`config.mk`:
```
export PLATFORM = sky130hd
export DESIGN_NAME = lc3_exec_top
export DESIGN_NICKNAME = d
export VERILOG_FILES = /design/src/logic/lc3_pkg.sv /design/src/logic/instr_decode.sv /design/src/logic/gpr_cell.sv /design/src/logic/reg_file.sv /design/src/logic/alu.sv /design/src/logic/exec_writeback.sv /design/src/logic/lc3_exec_top.sv
export SDC_FILE = /design/constraint.sdc
export NUM_CORES = 1
export LEC_CHECK = 0
export ABC_AREA = 1
export BUFFER_PORTS_ARGS = -buffer_cell sky130_fd_sc_hd__buf_2
export CAP_MARGIN = 30
export CORE_ASPECT_RATIO = 1.5
export CORE_MARGIN = 4
export CORE_UTILIZATION = 45
export CTS_CLUSTER_DIAMETER = 150
export DETAILED_ROUTE_END_ITERATION = 16
export SETUP_SLACK_MARGIN = 0.02
export SLEW_MARGIN = 30
export SYNTH_ARGS = -nofsm -noshare
export SYNTH_HDL_FRONTEND = slang
export SYNTH_HIERARCHICAL = 1
export SYNTH_SLANG_ARGS = --single-unit
```
`constraint.sdc`:
```
create_clock -name Clk -period 5.18 [get_ports Clk]
set_input_delay 1.036 -clock Clk [delete_from_list [all_inputs] [get_ports Clk]]
set_output_delay 1.036 -clock Clk [all_outputs]
set_load 0.01 [all_outputs]
```
`src/logic/lc3_pkg.sv`:
```
package lc3_pkg;

    // ~~~~~~~~~~~~~~~~~~~~~~~~~~~~~~~~~~~~~~~~~~~~~~~~~~~~~~~~~~~~~~~~~~~~~~
    // Basic field types
    // ~~~~~~~~~~~~~~~~~~~~~~~~~~~~~~~~~~~~~~~~~~~~~~~~~~~~~~~~~~~~~~~~~~~~~~
    typedef logic [15:0] word_t;        // Data word.
    typedef logic [2:0]  reg_idx_t;     // General register index.
    typedef logic [3:0]  opcode_t;      // IR[15:12].
    typedef logic [4:0]  imm5_t;        // IR[4:0], signed.
    typedef logic [2:0]  nzp_t;         // N, Z, P from msb down.

    // Operate group opcodes.
    localparam opcode_t OP_ADD = 4'b0001;
    localparam opcode_t OP_AND = 4'b0101;
    localparam opcode_t OP_NOT = 4'b1001;

    // Condition code values.
    localparam nzp_t NZP_N = 3'b100;
    localparam nzp_t NZP_Z = 3'b010;
    localparam nzp_t NZP_P = 3'b001;

    // One-hot so each operation selects on a single bit.
    typedef enum logic [2:0] {
        ALU_ADD = 3'b001,
        ALU_AND = 3'b010,
        ALU_NOT = 3'b100
    } alu_op_e;

    // ~~~~~~~~~~~~~~~~~~~~~~~~~~~~~~~~~~~~~~~~~~~~~~~~~~~~~~~~~~~~~~~~~~~~~~
    // Bundles between blocks
    // ~~~~~~~~~~~~~~~~~~~~~~~~~~~~~~~~~~~~~~~~~~~~~~~~~~~~~~~~~~~~~~~~~~~~~~
    typedef struct packed {
        logic     valid;                // Legal instruction this cycle.
        alu_op_e  op;
        reg_idx_t dr;
        reg_idx_t sr1;
        reg_idx_t sr2;
        logic     use_imm;              // IR[5].
        imm5_t    imm;
    } dec_op_t;

    typedef struct packed {
        logic     en;
        reg_idx_t addr;
        word_t    data;
    } wr_port_t;

endpackage

```
`src/logic/instr_decode.sv`:
```
module instr_decode
    import lc3_pkg::*;
(
    input  logic    instr_valid,
    input  word_t   instr,
    output dec_op_t dec
);

    opcode_t opcode;
    logic    legal;                     // Opcode is in the operate group.
    alu_op_e op;

    assign opcode = opcode_t'(instr[15:12]);

    // ~~~~~~~~~~~~~~~~~~~~~~~~~~~~~~~~~~~~~~~~~~~~~~~~~~~~~~~~~~~~~~~~~~~~~~
    // Opcode to ALU operation
    // ~~~~~~~~~~~~~~~~~~~~~~~~~~~~~~~~~~~~~~~~~~~~~~~~~~~~~~~~~~~~~~~~~~~~~~
    always_comb
    begin
        legal = 1'b1;
        op    = ALU_ADD;
        case (opcode)
            OP_ADD :
            begin
                op = ALU_ADD;
            end
            OP_AND :
            begin
                op = ALU_AND;
            end
            OP_NOT :
            begin
                op = ALU_NOT;
            end
            default :
            begin
                legal = 1'b0;           // Anything else is dropped.
                op    = ALU_ADD;
            end
        endcase
    end

    // ~~~~~~~~~~~~~~~~~~~~~~~~~~~~~~~~~~~~~~~~~~~~~~~~~~~~~~~~~~~~~~~~~~~~~~
    // Field extraction
    // ~~~~~~~~~~~~~~~~~~~~~~~~~~~~~~~~~~~~~~~~~~~~~~~~~~~~~~~~~~~~~~~~~~~~~~
    always_comb
    begin
        dec.valid   = instr_valid & legal;
        dec.op      = op;
        dec.dr      = reg_idx_t'(instr[11:9]);
        dec.sr1     = reg_idx_t'(instr[8:6]);
        dec.sr2     = reg_idx_t'(instr[2:0]);   // Meaningless in the imm form.
        dec.use_imm = instr[5];
        dec.imm     = imm5_t'(instr[4:0]);
    end

endmodule

```
`src/logic/gpr_cell.sv`:
```
module gpr_cell
    import lc3_pkg::*;
#(
    parameter int INDEX = 0
)(
    input  logic     Clk,
    input  logic     reset,
    input  wr_port_t wr,
    input  reg_idx_t sr1,
    input  reg_idx_t sr2,
    output word_t    sr1_part,
    output word_t    sr2_part
);

    word_t value;

    always_ff @(posedge Clk)
    begin
        if (reset)
            value <= '0;
        else if (wr.en && (wr.addr == reg_idx_t'(INDEX)))
            value <= wr.data;
    end

    // Zero unless selected, so the file can OR all cells together.
    assign sr1_part = (sr1 == reg_idx_t'(INDEX)) ? value : '0;
    assign sr2_part = (sr2 == reg_idx_t'(INDEX)) ? value : '0;

endmodule

```
`src/logic/reg_file.sv`:
```
module reg_file
    import lc3_pkg::*;
#(
    parameter int NUM_REGS = 8
)(
    input  logic     Clk,
    input  logic     reset,
    input  wr_port_t wr,
    input  dec_op_t  dec,
    output word_t    sr1_data,
    output word_t    sr2_data
);

    word_t sr1_parts [NUM_REGS];
    word_t sr2_parts [NUM_REGS];

    // ~~~~~~~~~~~~~~~~~~~~~~~~~~~~~~~~~~~~~~~~~~~~~~~~~~~~~~~~~~~~~~~~~~~~~~
    // Register cells
    // ~~~~~~~~~~~~~~~~~~~~~~~~~~~~~~~~~~~~~~~~~~~~~~~~~~~~~~~~~~~~~~~~~~~~~~
    genvar i;
    generate
        for (i = 0; i < NUM_REGS; i++)
        begin : g_reg
            gpr_cell #(
                .INDEX    (i)
            ) u_cell (
                .Clk      (Clk),
                .reset    (reset),
                .wr       (wr),
                .sr1      (dec.sr1),
                .sr2      (dec.sr2),
                .sr1_part (sr1_parts[i]),
                .sr2_part (sr2_parts[i])
            );
        end
    endgenerate

    // ~~~~~~~~~~~~~~~~~~~~~~~~~~~~~~~~~~~~~~~~~~~~~~~~~~~~~~~~~~~~~~~~~~~~~~
    // Read ports
    // ~~~~~~~~~~~~~~~~~~~~~~~~~~~~~~~~~~~~~~~~~~~~~~~~~~~~~~~~~~~~~~~~~~~~~~
    // At most one cell matches each address; an index past NUM_REGS reads 0.
    always_comb
    begin
        sr1_data = '0;
        sr2_data = '0;
        for (int k = 0; k < NUM_REGS; k++)
        begin
            sr1_data = sr1_data | sr1_parts[k];
            sr2_data = sr2_data | sr2_parts[k];
        end
    end

endmodule

```
`src/logic/alu.sv`:
```
module alu
    import lc3_pkg::*;
(
    input  dec_op_t dec,
    input  word_t   sr1_data,
    input  word_t   sr2_data,
    output word_t   alu_result
);

    word_t imm_ext;
    word_t operand_b;

    // ~~~~~~~~~~~~~~~~~~~~~~~~~~~~~~~~~~~~~~~~~~~~~~~~~~~~~~~~~~~~~~~~~~~~~~
    // Second operand
    // ~~~~~~~~~~~~~~~~~~~~~~~~~~~~~~~~~~~~~~~~~~~~~~~~~~~~~~~~~~~~~~~~~~~~~~
    assign imm_ext   = {{11{dec.imm[4]}}, dec.imm};     // Sign-extend imm5.
    assign operand_b = dec.use_imm ? imm_ext : sr2_data;

    // ~~~~~~~~~~~~~~~~~~~~~~~~~~~~~~~~~~~~~~~~~~~~~~~~~~~~~~~~~~~~~~~~~~~~~~
    // Operate group
    // ~~~~~~~~~~~~~~~~~~~~~~~~~~~~~~~~~~~~~~~~~~~~~~~~~~~~~~~~~~~~~~~~~~~~~~
    always_comb
    begin
        case (dec.op)
            ALU_ADD :
            begin
                alu_result = sr1_data + operand_b;  // Wraps at 16 bits.
            end
            ALU_AND :
            begin
                alu_result = sr1_data & operand_b;
            end
            ALU_NOT :
            begin
                alu_result = ~sr1_data;
            end
            default :
            begin
                alu_result = '0;
            end
        endcase
    end

endmodule

```
`src/logic/exec_writeback.sv`:
```
module exec_writeback
    import lc3_pkg::*;
(
    input  logic     Clk,
    input  logic     reset,
    input  dec_op_t  dec,
    input  word_t    alu_result,
    input  logic     load_valid,
    input  reg_idx_t load_dr,
    input  word_t    load_data,
    output wr_port_t wr,
    output logic     result_valid,
    output word_t    result,
    output nzp_t     nzp
);

    nzp_t nzp_next;

    // ~~~~~~~~~~~~~~~~~~~~~~~~~~~~~~~~~~~~~~~~~~~~~~~~~~~~~~~~~~~~~~~~~~~~~~
    // Write port select
    // ~~~~~~~~~~~~~~~~~~~~~~~~~~~~~~~~~~~~~~~~~~~~~~~~~~~~~~~~~~~~~~~~~~~~~~
    always_comb
    begin
        if (dec.valid)
        begin
            wr.en   = 1'b1;             // Instruction wins, load is lost.
            wr.addr = dec.dr;
            wr.data = alu_result;
        end
        else
        begin
            wr.en   = load_valid;
            wr.addr = load_dr;
            wr.data = load_data;
        end
    end

    // Condition codes from the unregistered result.
    always_comb
    begin
        if (alu_result[15])
            nzp_next = NZP_N;
        else if (alu_result == '0)
            nzp_next = NZP_Z;
        else
            nzp_next = NZP_P;
    end

    // ~~~~~~~~~~~~~~~~~~~~~~~~~~~~~~~~~~~~~~~~~~~~~~~~~~~~~~~~~~~~~~~~~~~~~~
    // Result registers
    // ~~~~~~~~~~~~~~~~~~~~~~~~~~~~~~~~~~~~~~~~~~~~~~~~~~~~~~~~~~~~~~~~~~~~~~
    always_ff @(posedge Clk)
    begin
        if (reset)
        begin
            result_valid <= 1'b0;
            result       <= '0;
            nzp          <= NZP_Z;
        end
        else
        begin
            result_valid <= dec.valid;  // One pulse per instruction.
            if (dec.valid)
            begin
                result <= alu_result;
                nzp    <= nzp_next;
            end
        end
    end

endmodule

```
`src/logic/lc3_exec_top.sv`:
```
module lc3_exec_top
    import lc3_pkg::*;
#(
    parameter int NUM_REGS = 8
)(
    input  logic     Clk,
    input  logic     reset,
    input  logic     instr_valid,
    input  word_t    instr,
    input  logic     load_valid,
    input  reg_idx_t load_dr,
    input  word_t    load_data,
    output logic     result_valid,
    output word_t    result,
    output nzp_t     nzp
);

    dec_op_t  dec;
    wr_port_t wr;
    word_t    sr1_data;
    word_t    sr2_data;
    word_t    alu_result;

    instr_decode u_decode (
        .instr_valid  (instr_valid),
        .instr        (instr),
        .dec          (dec)
    );

    reg_file #(
        .NUM_REGS     (NUM_REGS)
    ) u_reg_file (
        .Clk          (Clk),
        .reset        (reset),
        .wr           (wr),
        .dec          (dec),
        .sr1_data     (sr1_data),
        .sr2_data     (sr2_data)
    );

    alu u_alu (
        .dec          (dec),
        .sr1_data     (sr1_data),
        .sr2_data     (sr2_data),
        .alu_result   (alu_result)
    );

    // Closes the loop back into the register file.
    exec_writeback u_writeback (
        .Clk          (Clk),
        .reset        (reset),
        .dec          (dec),
        .alu_result   (alu_result),
        .load_valid   (load_valid),
        .load_dr      (load_dr),
        .load_data    (load_data),
        .wr           (wr),
        .result_valid (result_valid),
        .result       (result),
        .nzp          (nzp)
    );

endmodule

```
# Word-level counts from Yosys, hierarchy flattened
# Cells that the tools add are included.
[totals]
register_bits = 148
output_inout_bits = 20
wordCells = 92
[op_classes]
n_addsub = 1
n_eq_ne = 27
mux = 23
bitwise_logic = 17
reduce_logical = 13
[ops]
columns = ["cell", "n"]
rows = [
  ["2-to-1 mux 16 bit", 17],
  ["bitwise OR 16 bit", 14],
  ["case mux 16 bit (3 select lines)", 1],
  ["== test 3 bit, second input constant", 13],
  ["== test 3 x 2 -> 1 bit, second input constant", 7],
  ["2-to-1 mux 20 bit", 1],
  ["adder 16 bit", 1],
  ["bitwise AND 16 bit", 1],
  ["zero test 16 bit", 1],
  ["NOT 16 bit", 1],
  ["== test 3 x 1 -> 1 bit, second input constant", 4],
  ["zero test 3 bit", 3],
  ["logical AND 1 bit", 8],
  ["case mux 3 bit (2 select lines)", 1],
  ["== test 4 x 1 -> 1 bit, second input constant", 1],
  ["== test 4 x 3 -> 1 bit, second input constant", 1],
  ["== test 4 bit, second input constant", 1],
  ["2-to-1 mux 3 bit", 1],
  ["OR reduction 3 bit", 1],
  ["2-to-1 mux 2 bit", 1],
  ["bitwise AND 1 bit", 1],
  ["2-to-1 mux 1 bit", 1],
]

# Depth between registers and ports, before layout
# Gate-level depths: netlist (run 1).
[depth]
depth_word = 15
mapped_depth = 27
depth_no_buf = 25

# Hierarchy
# The synthesis (run 1) kept the hierarchy.
[modules_own_cells]
columns = ["mod", "n_inst", "cells_each", "area_each_um2", "seq_area_each_um2"]
rows = [
  ["gpr_cell at u_reg_file.g_reg[3].u_cell ...", 3, 160, 932.1, 320.3],
  ["gpr_cell at u_reg_file.g_reg[1].u_cell ...", 2, 161, 994.7, 320.3],
  ["reg_file", 1, 480, 1801.7, 0.0],
  ["alu", 1, 269, 1428.9, 0.0],
  ["gpr_cell at u_reg_file.g_reg[0].u_cell", 1, 163, 988.4, 320.3],
  ["gpr_cell at u_reg_file.g_reg[4].u_cell", 1, 161, 967.2, 320.3],
  ["exec_writeback", 1, 140, 912.1, 380.4],
  ["gpr_cell at u_reg_file.g_reg[7].u_cell", 1, 156, 884.6, 320.3],
  ["instr_decode", 1, 29, 173.9, 0.0],
]

# Worst setup path before layout (run 1)
# OpenSTA, ideal clock, no wires.
[synth_timing]
kind = "input -> register"
from = "in instr[1]"
to = "reg u_reg_file.g_reg[2].u_cell.value[15]"
setup_ns = 0.064
arrival_time_ns = 3.626
setup_slack_ns = 1.490
stages = 26
n_path_buf = 2
cell_sequence = "buf_4 > nand3b_1 > buf_2 > nor2_1 > inv_1 > nand2_1 > nor2_1 > nand2_1 > inv_1 > o21ai_0 > ha_1 > nand2_1 > inv_1 > a21oi_1 > nand2_2 > nand2_1 > nand2_1 > nand2_1 > nand3_1 > nand2_1 > nor2_4 > nor2_1 > inv_1 > nand3_1 > nand2_1 > nor2_1"
[synth_rtl]
columns = ["item", "line_no", "source"]
rows = [
  ["start, declared", "lc3_exec_top.sv:9", "input word_t instr,"],
  ["end signal, assigned", "gpr_cell.sv:22", "value <= wr.data;"],
  ["end, declared", "gpr_cell.sv:15", "word_t value;"],
]

==> results.txt, run 1 <==
CTS tree - built
Seq/Total Area, Yosys - 0.246
combinational family with the most area after synthesis - simple AND/OR/NAND/NOR gates
fin nets - 2,262
Power Dens Cells - 249 mW/mm²
launch point of the worst reg-to-reg path - u_reg_file/g_reg[1].u_cell/value[0]$_SDFFE_PP0P_
Peak VDD IR - 0.000290 V
die width - 141 µm
TritonRoute pass-1 iters - 5
CTS Buffer Depth - 2
core area - 0.0259 mm²
CP most frequent cell - nand2_1
Inst Count DP - 2,520
xor and xnor area share after synthesis - 0.00220
Critical Path Stages - 26
Final min period - 4.36 ns
worst-skew pair later-pin latency - 0.44 ns
RSZ-0062 raised after global routing - false
max_cap viols - 0
WP buf/inv - 3
CP required - 5.54 ns
FF-to-FF path depth - 24
final cell count without fillers - 2,551
worst slew margin relative to its limit - 0.404
Syn Nets - 2,256
number of synthesis warnings - 6
share of cells above drive strength 1 - 0.0825
Worst setup EP type - flip-flop
Slowest-stage cell, CP - nand2_1
Seq. cell area - 0.00294 mm²
DRT iter0 DRCs - 811
GRT Total Usage - 0.272
syn avg cell area - 5.43 µm²
detailed placement HPWL - 29,000 µm
DRC violations left - 0
hold-critical path endpoint - u_writeback/result[11]$_SDFFE_PP0P_
Adder-Cell Fraction of Synth Area - 0.0184
top cells by count, synth - 589 x inv_1, 545 x nor2_1, 483 x nand2_1, 147 x dfxtp_1, 128 x nand3_1
worst hold path depth - 2
Sink Count - 147
Final setup viols - 0
crit path launch type - input pin
Die Span Y - 208 µm
post-route ant nets - 0
Worst R2R Setup Slack - 1.59 ns
Area Growth Syn to Fin - 6.19%
Initial Utilization - 0.460
die area - 0.0293 mm²
Post-CTS Hold Fix Bufs - 0
fill count - 2,913
cell count after synthesis - 2,200
synthesized flop and latch total - 147
CTS resizes - 0
period utilization - 0.842
Static Leak - 6.39 nW
global-route wire length before repair - 61,100 µm
Worst Tran Pin Value - 0.891 ns
number of setup buffers added after CTS - 0
CP Class - in -> reg
standard-cell rows - 72
synthesized area - 0.0119 mm²
CP arrival - 4.73 ns
worst flop-to-flop path endpoint - u_reg_file/g_reg[0].u_cell/value[14]$_SDFFE_PP0P_
vias - 12,100
Finished Cell Area - 0.0127 mm²
Post-Place Setup Slack - 0.413 ns
worst hold start - u_writeback/result[11]$_SDFFE_PP0P_
Fmax - 229 MHz
port bufs - 58
area share of the leading cell type in the synthesized netlist - 0.246
CP peak stage delay - 0.45 ns
most common cell in the netlist - inv_1
ANT cells - 0
DP Area - 0.0121 mm²
CP delay by family, top - simple AND/OR/NAND/NOR gates
most area-consuming cells after synthesis - dfxtp_1 25%, inv_1 19%, nor2_1 17%
Ports - 59
Clk pin slew, worst setup/hold paths - 0.07 ns
vias per std cell - 4.75
ys flop type - dfxtp_1
post-route clock skew - 0.0113 ns
DR WL/cell - 15.6 µm
largest net degree at the start of global routing - 38
status - completed
initial antenna violation count - 0
Num CTS Buffers - 17
simple-gate share of the synthesized area - 0.421
Multi-input gate area - 0.00602 mm²
Post-synth EDFFs - 0
crit-path max FO - 16
hold slack - 0.460 ns
post-synth top area cell - dfxtp_1
Final Slew Violations - 0
Final Hold Fails - 0
Fin Setup TNS - 0 ns
Post-synth ARST share - 0
Tot Pwr - 3.15 mW
fin worst setup slack - 0.818 ns
Core Util, Final - 0.489
Root Buffer Master - clkbuf_16
post-synth cell types - 41
Compound-Gate Fraction of Synth Area - 0.0589
total wire length - 39,800 µm
proportion of synthesized area in mux cells - 0.00377
worst hold path class - reg -> reg
vias in the first global route - 10,900
routability cong. - 1.00
GR Overflow Total - 0
H-tree depth - 4
-- kinds of logic (layout without fill, tap and decap cells) --
kind of cell,after synthesis,count (layout)
AOI/OAI and AO/OA,122,122
buffers and inverters,693,711
and+or+nand+nor,1214,1214
adders and majority gates,17,17
muxes,4,4
xor gates and xnor gates,3,3
DFF,147,147
-- worst max path at each step --
stage | slack, ns | endpoint | start
after global routing | 0.49 | u_reg_file/g_reg[4].u_cell/value[14]$_SDFFE_PP0P_ | instr[6]
after global placement | 0.48 | u_reg_file/g_reg[1].u_cell/value[14]$_SDFFE_PP0P_ | instr[1]
after floorplan | 1.49 | u_reg_file/g_reg[2].u_cell/value[15]$_SDFFE_PP0P_ | instr[1]
final | 0.82 | u_reg_file/g_reg[0].u_cell/value[14]$_SDFFE_PP0P_ | instr[1]
after CTS | 0.87 | u_reg_file/g_reg[1].u_cell/value[14]$_SDFFE_PP0P_ | instr[1]
after detailed placement | 0.41 | u_reg_file/g_reg[4].u_cell/value[14]$_SDFFE_PP0P_ | instr[1]
-- area by class of cell --
type	instances	area share
sequential	147	0.232
timing repair buffer	75	0.0330
clock buffer	19	0.0357
clock inverter	12	0.0121
tap	333	0.0329
multi-input combinational	1360	0.475
inverter	605	0.179
-- flip-flops by register name, indices dropped and copies added (netlist names) --
signal,flops
u_writeback/result_valid,1
u_reg_file/g.u_cell/value,128
u_writeback/result,16
u_writeback/nzp,2
-- metal layers --
layer / track usage / up-vias / wire [µm]
met5: 0 / - / 0
met4: 0.157 / 0 / 2460
met3: 0.0346 / 87 / 1930
met2: 0.459 / 318 / 19000
met1: 0.328 / 5439 / 16300
li1: - / 6268 / -
-- worst register-to-register path: stages (launching register included) --
cell and delay (ns):
dfxtp_1 0.31, inv_1 0.12, nor2_1 0.06, inv_1 0.06
nand2_1 0.05, nor2_1 0.25, nand2_1 0.09, mux2_2 0.27
ha_1 0.22, fa_1 0.40, nand2_1 0.10, nand2_1 0.08
nand3_1 0.09, nand2_2 0.08, nand2_1 0.10, nand2_1 0.06
nand2_1 0.06, nand3_1 0.07, nand2_1 0.16, nand2_1 0.09
nand2_1 0.45, inv_1 0.09, nand3_1 0.09, nand2_1 0.06
nor2_1 0.11
-- cell usage in the layout, fill, tap and decap left out, types with 12 or more instances in the layout --
master,netlist,layout
buf_2,32,58
a21oi_1,78,78
nand2_2,12,12
nand2_1,483,483
clkbuf_16,0,17
nor2_4,13,13
nor2_1,545,545
buf_4,21,17
ha_1,16,16
o21ai_0,16,16
inv_2,15,15
nand3_1,128,128
inv_1,589,589
dfxtp_1,147,147
-- power breakdown --
part	leakage, nW	internal, mW	switching (mW)	total, mW
Combinational	4.89	0.180	0.451	0.631
Sequential	1.19	1.18	0.0276	1.21
Clock	0.303	0.783	0.532	1.31
Total	6.39	2.14	1.01	3.15
Note: power is estimated with default switching activity, not from simulation.
==> inputs of run 2 (changes only) <==
Settings changed: ABC_AREA 1 to 0.
Clock period 5.18 ns to 3.7 ns, I/O delays scaled along.
==> results.txt, run 2 <==
Post-synth ARST share - 0 (unchanged)
Sink Count - 147 (unchanged)
share of cells above drive strength 1 - 0.275 (+0.192)
GRT Total Usage - 0.228 (-0.0436)
post-route ant nets - 0 (unchanged)
sequential share of power - 0.392 (+0.009)
Area Growth Syn to Fin - 28.0%
detailed placement HPWL - 21,500 µm (-26%)
Worst Tran Pin Value - 0.686 ns (-0.205 ns)
worst-skew pair later-pin latency - 0.43 ns (about the same)
routability cong. - 0.955 (-4.7%)
most common cell in the netlist - nand2b_1
largest net degree at the start of global routing - 110 (+190%)
top cells by count, synth - 258 x nand2b_1, 257 x and2_1, 147 x dfxtp_1, 129 x mux2i_1, 79 x nand2_1
Final Slew Violations - 0 (unchanged)
core area - 0.0231 mm² (-11%)
standard-cell rows - 68 (-5.6%)
synthesized area - 0.0106 mm² (-11%)
worst hold path class - reg -> reg
RSZ-0062 raised after global routing - true
Fmax - 254 MHz
DP Area - 0.0119 mm² (-1.2%)
Finished Cell Area - 0.0136 mm² (+7.3%)
Peak VDD IR - 0.000286 V (-1.3%)
CP arrival - 4.26 ns (-0.47 ns)
post-synth top area cell - dfxtp_1
FF-to-FF path depth - 17 (-29%)
fill count - 2,033 (-30%)
Reg with most FFs - u_reg_file/g.u_cell/value
CP required - 4.02 ns (-1.52 ns)
GR Overflow Total - 0 (unchanged)
Seq/Total Area, Yosys - 0.277 (+0.0302)
Die Span Y - 196 µm (-5.4%)
vias - 9,344 (-23%)
status - finished with violations
Post-synth EDFFs - 0 (unchanged)
CTS tree - built
Worst setup EP type - flip-flop
period utilization - 1.06
wire length on met1 - 13,500 µm (-17%)
die area - 0.0262 mm² (-10%)
Combinational Power Share - 0.179 (-0.021)
fin worst setup slack - -0.234 ns (-1.05 ns)
initial antenna violation count - 0 (unchanged)
Clk pin slew, worst setup/hold paths - 0.06 ns (about the same)
syn avg cell area - 8.26 µm² (+52%)
crit path launch type - input pin
TritonRoute pass-1 iters - 5 (unchanged)
Initial Utilization - 0.460 (-0.000644)
fin nets - 1,504 (-34%)
post-synth cell types - 60 (+46%)
synthesized flop and latch total - 147 (unchanged)
met3 wire len - 836 µm (-57%)
Seq. cell area - 0.00294 mm² (unchanged)
max reg flops - 128 (unchanged)
commonest non-fill, non-tap cell in the layout - nand2b_1
ANT cells - 0 (unchanged)
Core Util, Final - 0.588 (+0.0995)
sw frac - 0.265 (-0.0555)
area share of the leading cell type in the synthesized netlist - 0.277 (+0.0302)
Worst R2R Setup Slack - 0.12 ns (-1.47 ns)
Tot Pwr - 4.22 mW (+34%)
Syn Nets - 1,344 (-40%)
Multi-input gate area - 0.00761 mm² (+26%)
clock network fraction of total power - 0.429 (+0.012)
worst slew margin relative to its limit - 0.543 (+0.138)
Highest Signal Layer - met4
max_cap viols - 0 (unchanged)
final cell count without fillers - 1,775 (-30%)
post-route clock skew - 0.0120 ns (+0.000693 ns)
Static Leak - 5.67 nW (-11%)
Root Buffer Master - clkbuf_16
cell count after synthesis - 1,288 (-41%)
CTS Buffer Depth - 2 (unchanged)
Post-CTS Hold Fix Bufs - 0 (unchanged)
die width - 134 µm (-5.3%)
Power Dens Cells - 310 mW/mm² (+25%)
Num CTS Buffers - 17 (unchanged)
Final Hold Fails - 0 (unchanged)
routed length on met2 - 15,700 µm (-18%)
Ports - 59 (unchanged)
DRT iter0 DRCs - 543 (-33%)
number of synthesis warnings - 6 (unchanged)
ys flop type - dfxtp_1
H-tree depth - 4 (unchanged)
vias in the first global route - 9,155 (-16%)
DRC violations left - 0 (unchanged)
vias per std cell - 5.26 (+11%)
CP Class - in -> reg
failing checks - negative setup slack
port bufs - 58 (unchanged)
Top Registers - u_reg_file/g.u_cell/value x128, u_writeback/result x16, u_writeback/nzp x2
Switch Pwr - 1.12 mW (+11%)
Final min period - 3.93 ns
global-route wire length before repair - 47,900 µm (-22%)
worst hold path depth - 2 (unchanged)
crit-path max FO - 8 (-8)
total wire length - 31,100 µm (-22%)
most frequent cells in the layout - 256 x nand2b_1, 242 x and2_1, 147 x dfxtp_1
DR WL/cell - 17.5 µm (+13%)
Inst Count DP - 1,717 (-32%)
Fin Setup TNS - -3.87 ns (-3.87 ns)
Int Power - 3.10 mW (+45%)
Final setup viols - 38 (+38)
most area-consuming cells after synthesis - dfxtp_1 28%, nand2b_1 15%, and2_1 15%
-- run 2: changes by cell type in the layout (fill, tap and decap cells not counted), sizes merged, moves of 7 or more --
cell / change
inv: -576
nor2: -535
nand2: -416
nand2b: +258
and2: +255
buf: +157
mux2i: +129
nand3: -128
nor4: +68
a21oi: -41
o21ai: +19
nand3b: -12
and3b: +9
nor3b: +7
-- run 2: power by group through the flow --
stage	Clock, mW	Combinational, mW	Sequential (mW)
final	1.81	0.754	1.66
after global routing	1.91	0.815	1.66
after CTS	1.84	0.677	1.66
after detailed placement	0	0.642	1.69
after global placement	0	0.632	1.69
after floorplan	0	0.433	1.68
-- run 2: per-layer routing --
metal	GRT usage	vias up
li1	-	4601
met1	0.278	4487
met4	0.104	0
met3	0.0277	70
met2	0.400	186
met5	0	-
-- run 2: critical path, cell delays in order --
cell       delay (ns)
buf_12           0.12
and3b_2          0.25
buf_12           0.14
clkbuf_16        0.15
and2_4           0.15
nor4_2           0.18
nand2_1          0.08
mux2_4           0.30
ha_4             0.29
o211ai_1         0.13
o211ai_1         0.24
nand4b_1         0.24
buf_4            0.21
a21boi_2         0.13
o32ai_2          0.10
buf_4            0.17
nor4_2           0.22
nand4_1          0.17
a32o_1           0.24
-- run 2: timing repair --
item | in CTS | in global routing
gates resized for setup | 65 | 115
endpoints found under the setup margin | 98 | 98
gates cloned | 2 | 2
buffers inserted | 4 | 19
pin swaps | 20 | 39
-- run 2: through the flow --
step / hold slack, ns / setup WS (ns)
floorplan: 0.452 / -0.388
global route: 0.483 / -0.372
finish: 0.459 / -0.234
CTS: 0.458 / -0.0749
detailed placement: 0.448 / -0.822
global placement: 0.445 / -0.771
-- run 2: cell type report --
class	instances	share of cell area
multi-input combinational	1018	0.559
inverter	31	0.00873
tap	315	0.0289
timing repair buffer	233	0.143
clock inverter	8	0.00928
clock buffer	23	0.0351
sequential	147	0.216
-- run 2: cells by family (layout without fill, tap and decap cells) --
kind of cell / after synthesis / after routing / synth area share
AND/OR/NAND/NOR: 736 / 736 / 0.427
flip-flops: 147 / 147 / 0.277
multiplexers: 136 / 136 / 0.129
buffers and inverters: 123 / 295 / 0.0728
AO/OA/AOI/OAI: 118 / 118 / 0.0649
adder cells (fa/ha/maj): 17 / 17 / 0.0207
XOR/XNOR: 11 / 11 / 0.00906
-- run 2: worst paths after layout --
path,to,start
setup reg to reg,u_writeback/nzp[0]$_SDFFE_PP0P_,u_reg_file/g_reg[1].u_cell/value[1]$_SDFFE_PP0P_
hold reg to reg,u_writeback/result[4]$_SDFFE_PP0P_,u_writeback/result[4]$_SDFFE_PP0P_
hold / removal,u_writeback/result[4]$_SDFFE_PP0P_,u_writeback/result[4]$_SDFFE_PP0P_
setup / recovery,u_writeback/nzp[0]$_SDFFE_PP0P_,instr[0]
==> inputs of run 3 (changes only) <==
Settings changed: CORE_UTILIZATION 45 to 57, PLACE_DENSITY from default to 0.78.
==> results.txt, run 3 (synthesized netlist as in run 2, its figures left out) <==
status - finished with violations
failing checks - negative setup slack
Post-CTS Hold Fix Bufs - 0 (unchanged)
CP Class - in -> reg
crit path launch type - input pin
worst-skew pair later-pin latency - 0.42 ns (about the same)
Area Growth Syn to Fin - 23.5%
port bufs - 58 (unchanged)
Final Slew Violations - 0 (unchanged)
share of cells above drive strength 1 - 0.253 (-0.0219)
die width - 120 µm (-10%)
ANT cells - 0 (unchanged)
standard-cell rows - 60 (-12%)
Top Registers - u_reg_file/g.u_cell/value x128, u_writeback/result x16, u_writeback/nzp x2
worst hold start - u_writeback/result[10]$_SDFFE_PP0P_
worst hold path class - reg -> reg
crit-path max FO - 11 (+3)
detailed placement HPWL - 20,700 µm (-3.6%)
core area - 0.0182 mm² (-21%)
Initial Utilization - 0.586 (+0.126)
most frequent cells in the layout - 258 x nand2b_1, 247 x and2_1, 147 x dfxtp_1
initial antenna violation count - 0 (unchanged)
DR WL/cell - 18.7 µm (+6.8%)
max reg flops - 128 (unchanged)
Sink Count - 147 (unchanged)
TritonRoute pass-1 iters - 6 (+1)
Final Hold Fails - 0 (unchanged)
global-route wire length before repair - 48,300 µm (+0.78%)
max_cap viols - 0 (unchanged)
launch point of the worst reg-to-reg path - u_reg_file/g_reg[4].u_cell/value[0]$_SDFFE_PP0P_
Ports - 59 (unchanged)
DRT iter0 DRCs - 871 (+60%)
Die Span Y - 175 µm (-11%)
CTS tree - built
Peak VDD IR - 0.000301 V (+5.3%)
Reg with most FFs - u_reg_file/g.u_cell/value
Tot Pwr - 4.19 mW (-0.77%)
fin worst setup slack - -0.280 ns (-0.0466 ns)
CP arrival - 4.29 ns (+0.03 ns)
period utilization - 1.08 (+0.0126)
fin nets - 1,483 (-1.4%)
vias in the first global route - 9,685 (+5.8%)
post-route ant nets - 0 (unchanged)
Root Buffer Master - clkbuf_16
commonest non-fill, non-tap cell in the layout - nand2b_1
Num CTS Buffers - 17 (unchanged)
routability cong. - 0.957 (+0.22%)
largest net degree at the start of global routing - 167 (+52%)
vias - 9,801 (+4.9%)
Static Leak - 5.46 nW (-3.7%)
RSZ-0062 raised after global routing - true
Worst setup EP type - flip-flop
total wire length - 31,600 µm (+1.6%)
Fmax - 251 MHz (-1.2%)
worst slew margin relative to its limit - 0.529 (-0.0133)
CTS Buffer Depth - 2 (unchanged)
Clk pin slew, worst setup/hold paths - 0.07 ns (about the same)
CP required - 4.01 ns (about the same)
Core Util, Final - 0.723 (+0.135)
vias per std cell - 5.81 (+10%)
Post-Place Setup Slack - -0.769 ns (+0.0526 ns)
post-route clock skew - 0.0127 ns (+0.000686 ns)
DRC violations left - 0 (unchanged)
GRT Total Usage - 0.283 (+0.0552)
GR Overflow Total - 0 (unchanged)
Final setup viols - 53 (+39%)
die area - 0.0210 mm² (-20%)
Final min period - 3.98 ns (+0.0466 ns)
Power Dens Cells - 319 mW/mm² (+2.8%)
H-tree depth - 4 (unchanged)
Fin Setup TNS - -4.46 ns (-0.597 ns)
Worst Tran Pin Value - 0.706 ns (+0.0200 ns)
launch point of the worst path - instr[8]
## run 3: cell types whose count changed in the layout (fill, tap and decap cells not counted), sizes merged
cell      delta
inv          +8
clkinv       -5
clkinvlp     +4
clkbuf       -4
buf         -22
bufinv       -1
## run 3: path summary, 6_finish.rpt
check	to	slack, ns	depth (start not counted)
setup / recovery	u_writeback/nzp[0]$_SDFFE_PP0P_	-0.28	15
hold / removal	u_writeback/result[10]$_SDFFE_PP0P_	0.46	2
setup reg to reg	u_writeback/nzp[0]$_SDFFE_PP0P_	0.01	14
hold reg to reg	u_writeback/result[10]$_SDFFE_PP0P_	0.46	2
## run 3: layout make-up
cell class                      count  area (µm²)
Fill cell                        1299        5030
Multi-Input combinational cell   1018        7490
Timing Repair Buffer              212        1680
Clock buffer                       18         439
Sequential cell                   147        2940
Tap cell                          248         310
Clock inverter                     14         165
Inverter                           31         119
## run 3: worst max-delay path: stages
cell and delay, ns:
clkbuf_4 0.18, and3b_1 0.22, buf_4 0.19, and2_1 0.17, nor4_1 0.34, nand2_1 0.19
ha_1 0.36, buf_4 0.16, a221o_2 0.45, a221oi_2 0.26, xor2_1 0.20, o22ai_2 0.11
nor4_2 0.31, nand4_1 0.16, a32o_1 0.23
## run 3: through the flow
stage          hold WS, ns  std cells  instance area [µm²]
2_1_floorplan        0.452       1288                10800
3_3_place_gp         0.442       1640                11800
3_5_place_dp         0.452       1640                11800
4_1_cts              0.462       1679                12700
5_1_grt              0.482       1688                13100
6_report             0.461       1688                13100
## run 3: layer usage
layer	up-vias	GRT usage	part of all wire
li1	4577	-	-
met1	4659	0.325	0.39
met2	453	0.522	0.51
met3	112	0.0403	0.058
met4	0	0.118	0.042
met5	-	0	0
## run 3: timing repair
action / CTS / global route
buffers inserted: 4 / 8
resized for setup: 52 / 78
gates cloned: 3 / 1
pin swaps: 24 / 26
endpoints found under the setup margin: 96 / 103
## run 3: where the power goes
| part | internal (mW) | leakage [nW] | switching [mW] |
|---|---|---|---|
| registers | 1.63 | 1.19 | 0.0316 |
| clock network | 1.03 | 0.285 | 0.783 |
| logic | 0.333 | 3.98 | 0.382 |
| total | 2.99 | 5.46 | 1.20 |
